`src/logic/pe_cfg.svh`:
```
`ifndef PE_CFG_SVH
`define PE_CFG_SVH

// widths and latency shared by the integer tile

// narrow operand, the multiplier input
`define DWIDTH_INT 32

// full word, the adder and the product width
`define DWIDTH_DOUBLE 64

// cycles from pe input edge to pe output
// adder and multiplier pipes are both tuned to this
`define PE_LATENCY 6

`endif
```
`src/logic/pe_data_pkg.sv`:
```
`default_nettype none

`include "pe_cfg.svh"

// data side of the tile: words and operations
package pe_data_pkg;

  // one operand or result
  typedef logic [`DWIDTH_DOUBLE-1:0] word_t;

  // low half, what the multiplier sees
  typedef logic [`DWIDTH_INT-1:0] half_t;

  // per-item opcode, travels with its data
  typedef enum logic [1:0] {
    OP_ADD  = 2'b00, // wrapping 64-bit sum
    OP_SUB  = 2'b01, // inp1 - inp2, wrapping
    OP_MULU = 2'b10, // unsigned low-half product
    OP_MULS = 2'b11  // signed low-half product
  } pe_op_e;

endpackage

`default_nettype wire

```
`src/logic/pe_ctrl_pkg.sv`:
```
`default_nettype none

// streaming side of the tile: lanes and commands
package pe_ctrl_pkg;

  // one streamed word with its strobe
  // 65 bits, data in the upper bits
  typedef struct packed {
    pe_data_pkg::word_t data;
    logic               valid; // qualifies data, no handshake
  } pe_lane_t;

  // both operations of one item
  // op0 used by pe0 right away
  // op1 delayed to meet the first result
  typedef struct packed {
    pe_data_pkg::pe_op_e op0;
    pe_data_pkg::pe_op_e op1;
  } tile_cmd_t;

endpackage

`default_nettype wire

```
`src/logic/pe_type_a.sv`:
```
`default_nettype none

`include "pe_cfg.svh"

// integer pe
// both datapaths run on every item
// delayed opcode picks which one reaches out1
module pe_type_a (
  input  logic                  clk,
  input  logic                  arst_n,
  input  pe_ctrl_pkg::pe_lane_t inp1,
  input  pe_ctrl_pkg::pe_lane_t inp2,
  input  pe_data_pkg::pe_op_e   op,
  output pe_ctrl_pkg::pe_lane_t out1
);

  localparam int unsigned OPW = $bits(pe_data_pkg::pe_op_e);

  pe_data_pkg::word_t  t_add;      // sum path, PE_LATENCY late
  pe_data_pkg::word_t  t_mul;      // product path, same latency
  logic                vld_in;     // both operands present
  logic                vld_q;
  logic [OPW-1:0]      op_bits_q;  // raw delayed opcode
  pe_data_pkg::pe_op_e op_q;

  assign vld_in = inp1.valid & inp2.valid;

  int_addsub_pipe addsub_inst (
    .clk    (clk),
    .arst_n (arst_n),
    .a      (inp1.data),
    .b      (inp2.data),
    .sub    (op == pe_data_pkg::OP_SUB), // don't care for mult ops
    .sum    (t_add)
  );

  int_mult_pipe mult_inst (
    .clk       (clk),
    .arst_n    (arst_n),
    .a         (inp1.data[`DWIDTH_INT-1:0]), // high halves ignored
    .b         (inp2.data[`DWIDTH_INT-1:0]),
    .is_signed (op == pe_data_pkg::OP_MULS),
    .prod      (t_mul)
  );

  register_pipe #(
    .width      (1),
    .num_stages (`PE_LATENCY)
  ) vld_pipe (
    .clk    (clk),
    .arst_n (arst_n),
    .din    (vld_in),
    .dout   (vld_q)
  );

  // opcode rides beside its item
  register_pipe #(
    .width      (OPW),
    .num_stages (`PE_LATENCY)
  ) op_pipe (
    .clk    (clk),
    .arst_n (arst_n),
    .din    (op),
    .dout   (op_bits_q)
  );

  assign op_q = pe_data_pkg::pe_op_e'(op_bits_q);

  // output mux, purely comb
  always_comb begin
    out1.valid = vld_q;
    case (op_q)
      pe_data_pkg::OP_ADD,
      pe_data_pkg::OP_SUB:  out1.data = t_add;
      pe_data_pkg::OP_MULU,
      pe_data_pkg::OP_MULS: out1.data = t_mul;
      default:              out1.data = t_add;
    endcase
  end

endmodule

`default_nettype wire

```
`src/logic/int_mult_pipe.sv`:
```
`default_nettype none

`include "pe_cfg.svh"

// 32x32 -> 64 multiplier, signed or unsigned per item
// total latency PE_LATENCY
module int_mult_pipe (
  input  logic               clk,
  input  logic               arst_n,
  input  pe_data_pkg::half_t a,
  input  pe_data_pkg::half_t b,
  input  logic               is_signed, // 1 = two's complement operands
  output pe_data_pkg::word_t prod
);

  localparam int unsigned NSTG = `PE_LATENCY;
  localparam int unsigned XW   = `DWIDTH_INT + 1;  // extended operand
  localparam int unsigned PW   = 2 * XW;           // full signed product

  pe_data_pkg::half_t a_q;          // stage 1 operands
  pe_data_pkg::half_t b_q;
  logic               sgn_q;        // stage 1 mode

  logic signed [XW-1:0] a_ext;
  logic signed [XW-1:0] b_ext;
  logic signed [PW-1:0] prod_full;

  pe_data_pkg::word_t prod_q [NSTG-1]; // stages 2..NSTG

  // extra top bit is a copy of the msb only in signed mode
  // unsigned operands get a zero there and stay positive
  assign a_ext = {sgn_q & a_q[`DWIDTH_INT-1], a_q};
  assign b_ext = {sgn_q & b_q[`DWIDTH_INT-1], b_q};

  assign prod_full = a_ext * b_ext; // one signed mult covers both modes

  always_ff @(posedge clk or negedge arst_n) begin
    if (!arst_n) begin
      a_q   <= '0;
      b_q   <= '0;
      sgn_q <= 1'b0;
      for (int i = 0; i < NSTG - 1; i++) begin
        prod_q[i] <= '0;
      end
    end else begin
      a_q   <= a;
      b_q   <= b;
      sgn_q <= is_signed;
      prod_q[0] <= prod_full[`DWIDTH_DOUBLE-1:0]; // low 64 bits carry the answer
      for (int i = 1; i < NSTG - 1; i++) begin
        prod_q[i] <= prod_q[i-1]; // retime to total latency
      end
    end
  end

  assign prod = prod_q[NSTG-2];

endmodule

`default_nettype wire

```
`src/logic/int_addsub_pipe.sv`:
```
`default_nettype none

`include "pe_cfg.svh"

// 64-bit add/sub, result comes out PE_LATENCY clocks later
module int_addsub_pipe (
  input  logic               clk,
  input  logic               arst_n,
  input  pe_data_pkg::word_t a,
  input  pe_data_pkg::word_t b,
  input  logic               sub,  // 1 = a - b
  output pe_data_pkg::word_t sum
);

  localparam int unsigned NSTG = `PE_LATENCY;

  pe_data_pkg::word_t sum_d;            // comb result of this item
  pe_data_pkg::word_t sum_q [NSTG];     // [0] holds the fresh result

  // sub sampled in the same cycle as a and b
  // so every item keeps its own operation
  always_comb begin
    if (sub) begin
      sum_d = a - b; // wraps mod 2^64
    end else begin
      sum_d = a + b; // carry out dropped
    end
  end

  always_ff @(posedge clk or negedge arst_n) begin
    if (!arst_n) begin
      for (int i = 0; i < NSTG; i++) begin
        sum_q[i] <= '0;
      end
    end else begin
      sum_q[0] <= sum_d; // stage 1, the real work
      // remaining stages only retime
      for (int i = 1; i < NSTG; i++) begin
        sum_q[i] <= sum_q[i-1];
      end
    end
  end

  assign sum = sum_q[NSTG-1];

endmodule

`default_nettype wire

```
`src/logic/register_pipe.sv`:
```
`default_nettype none

// plain delay line, num_stages flops deep
module register_pipe #(
  parameter int unsigned width      = 1,
  parameter int unsigned num_stages = 1
) (
  input  logic             clk,
  input  logic             arst_n,
  input  logic [width-1:0] din,
  output logic [width-1:0] dout
);

  generate
    if (num_stages == 0) begin : g_bypass
      assign dout = din; // no delay asked for
    end else begin : g_stages
      logic [width-1:0] stage_q [num_stages]; // [0] is nearest din

      always_ff @(posedge clk or negedge arst_n) begin
        if (!arst_n) begin
          for (int i = 0; i < num_stages; i++) begin
            stage_q[i] <= '0; // pipe empty after reset
          end
        end else begin
          stage_q[0] <= din;
          for (int i = 1; i < num_stages; i++) begin
            stage_q[i] <= stage_q[i-1]; // shift one step per clk
          end
        end
      end

      assign dout = stage_q[num_stages-1];
    end
  endgenerate

endmodule

`default_nettype wire

```
`config.mk`:
```
export PLATFORM = sky130hd
export DESIGN_NAME = pe_type_a
export DESIGN_NICKNAME = d
export VERILOG_FILES = /design/src/logic/pe_data_pkg.sv /design/src/logic/pe_ctrl_pkg.sv /design/src/logic/pe_type_a.sv /design/src/logic/int_mult_pipe.sv /design/src/logic/int_addsub_pipe.sv /design/src/logic/register_pipe.sv
export VERILOG_INCLUDE_DIRS = /design/src /design/src/logic
export SDC_FILE = /design/constraint.sdc
export NUM_CORES = 2
export LEC_CHECK = 0
export BUFFER_PORTS_ARGS = -buffer_cell sky130_fd_sc_hd__buf_2
export CAP_MARGIN = 25
export CORE_ASPECT_RATIO = 2
export CORE_UTILIZATION = 57
export CTS_BUF_LIST = sky130_fd_sc_hd__clkbuf_8
export DETAILED_ROUTE_END_ITERATION = 6
export MAX_ROUTING_LAYER = met4
export PLACE_DENSITY = 0.83
export SKIP_LAST_GASP = 1
export SLEW_MARGIN = 20
export SYNTH_ARGS = -nofsm -noshare
export SYNTH_HDL_FRONTEND = slang
export SYNTH_HIERARCHICAL = 1
export SYNTH_SLANG_ARGS = --single-unit
```
`constraint.sdc`:
```
create_clock -name clk -period 10.7 [get_ports clk]
set_clock_uncertainty 0.2 [all_clocks]
set_input_delay 1.605 -clock clk [delete_from_list [all_inputs] [get_ports clk]]
set_output_delay 1.605 -clock clk [all_outputs]
set_load 0.05 [all_outputs]
```
==> out/metrics.cfg <==
[setup_path]
crit_buf_inv = 4
crit_family = adder cells
crit_path_frequent_cell = fa_1
path_class = flip-flop to flip-flop
cp_slowest_stage_delay_ps = 880
crit_fanout = 17
slowest_stage = dfrtp_1
path_cells = buf_4 -> nand2_1 -> fa_1 -> fa_1 -> inv_1 -> fa_1 -> fa_1 -> fa_1 -> fa_1 -> fa_1 -> inv_1 -> fa_1 -> inv_1 -> ha_1 -> and4_1 -> nor2b_1 -> nand3_1 -> nor3_1 -> a21o_1 -> o21ai_2 -> a31oi_1 -> mux2i_1 -> a2111oi_0
endpoint_kind = flip-flop
worstSetupStartpointType = flip-flop
crit_required_ps = 11100
critical_path_arrival_ps = 10350

[finish]
area_growth_pct = 6.00
fillers = 8959
seq_area_um2 = 19600
fin_nets = 7493
final_cell_mix = inv_1, fa_1, nand2_1, dfrtp_1, and2_1
final_common_cell = inv_1
multi_input_area_um2 = 39100
drive_gt1_share_pct = 9.37

[global_route]
grt_pass1_wl_um = 298000
antenna_found_initial = 45
first_global_vias = 48900
grt_overflow = 0
grt_max_degree = 193
grt_usage_pct = 37.7

[cts]
cts_sinks = 781
h-tree-depth = 3
clk_latency_ps = 750
cts_tree = yes
ctsLongestPathBuffers = 3
ctsRootBufferMaster = clkbuf_8
postCtsSetupBuffers = 0
cts_hold_buf = 0
cts_made_buffers = 96
clkTransAtPathRegs_ps = 70
cts-resized-gates = 0

[route]
via_per_inst = 5.79
wl_per_cell_um = 26.7
drc = 0
drt_first_pass_iters = 6
drt_wl_total_um = 204000
ant_nets = 0
drtIter0Drc = 3963
num_vias = 44200

[timing]
setup_viol = 0
hold_ws_ps = 127
setup-tns-final_ps = 0
hold_violations = 0
max_freq_mhz = 101
finalMaxSlewViolations = 0
max-slew-margin-rel_pct = 29.4
period_share_pct = 93.0
period_minus_slack_ps = 9950
rsz0062_at_grt = no
worst_pin_slew_ps = 1060

[hold_path]
hp-class = flip-flop to flip-flop

[synth]
yosys_warnings = 6
syn-num-nets = 7509
synth_area_um2 = 65000
synth_cells = 5973
syn_area_per_cell_um2 = 10.9

[die]
rows = 174
die_w_um = 241
ioPinCount = 199
die-area_um2 = 115000
core-area_um2 = 113000
start_util_pct = 57.6
die_y_um = 480

[placement]
place_hpwl_um = 152000
portBuffers = 198
place_congestion = 1.09

[flow_run]
drv_cap = 0

[outcome]
status = completed

==> path summary, 6_finish.rpt <==
kind	from	end	slack, ps	cells past startpoint
worst max-delay path	mult_inst/b_q[10]$_DFF_PN0_	mult_inst/prod_q[317]$_DFF_PN0_	750	23
worst min register to register	addsub_inst/sum_q[147]$_DFF_PN0_	addsub_inst/sum_q[83]$_DFF_PN0_	130	0
min in group asynchronous	arst_n	mult_inst/prod_q[302]$_DFF_PN0_	670	1
worst max register to register	mult_inst/b_q[10]$_DFF_PN0_	mult_inst/prod_q[317]$_DFF_PN0_	750	23
max in group asynchronous	arst_n	op_pipe/dout[1]$_DFF_PN0_	7220	3
worst min-delay path	addsub_inst/sum_q[147]$_DFF_PN0_	addsub_inst/sum_q[83]$_DFF_PN0_	130	0
==> area by class of cell <==
type | instances | share of cell area, %
Sequential cell | 781 | 28.4
Inverter | 1125 | 6.13
Tap cell | 1496 | 2.72
Clock inverter | 53 | 0.614
Multi-Input combinational cell | 3664 | 56.8
Timing Repair Buffer | 289 | 2.60
Clock buffer | 116 | 2.32
Antenna cell | 113 | 0.410
==> per-stage QoR <==
stage               instance area [µm²]  setup WS, ps  util [%]  cells
global route                      68900           453      61.1   7633
floorplan                         65000          2310         -   5973
global placement                  66500          1480      59.0   7350
finish                            68900           752      61.1   7637
detailed placement                66500          1380      59.0   7352
CTS                               68600          1350      60.8   7521
==> registers in the layout, indices dropped and copies added, names as in the netlist <==
name / flops
mult_inst/b_q: 32
mult_inst/sgn_q: 1
op_pipe/g_stages.stage_q: 5
vld_pipe/g_stages.stage_q: 5
mult_inst/prod_q: 256
addsub_inst/sum: 64
mult_inst/a_q: 32
vld_pipe/dout: 1
addsub_inst/sum_q: 320
mult_inst/prod: 64
op_pipe/dout: 1
==> routing by layer <==
layer	track usage [%]	wire [µm]	vias to the layer above
li1	-	-	17900
met1	35.4	57500	22400
met2	60.4	101000	2695
met3	11.3	20200	1181
met4	35.6	24900	0
met5	-	0	-
==> worst reg2reg max path: cells and delay by family, from the launching register on <==
kind,cells,cell delay [ps]
flops,1,880
mux,1,120
fa+ha+maj,9,5530
compound gates,4,1280
buf+inv,4,600
simple gates,5,1220
Power is not shown: default switching activity piles up to over one toggle a cycle in this logic, so the estimate is an artifact.
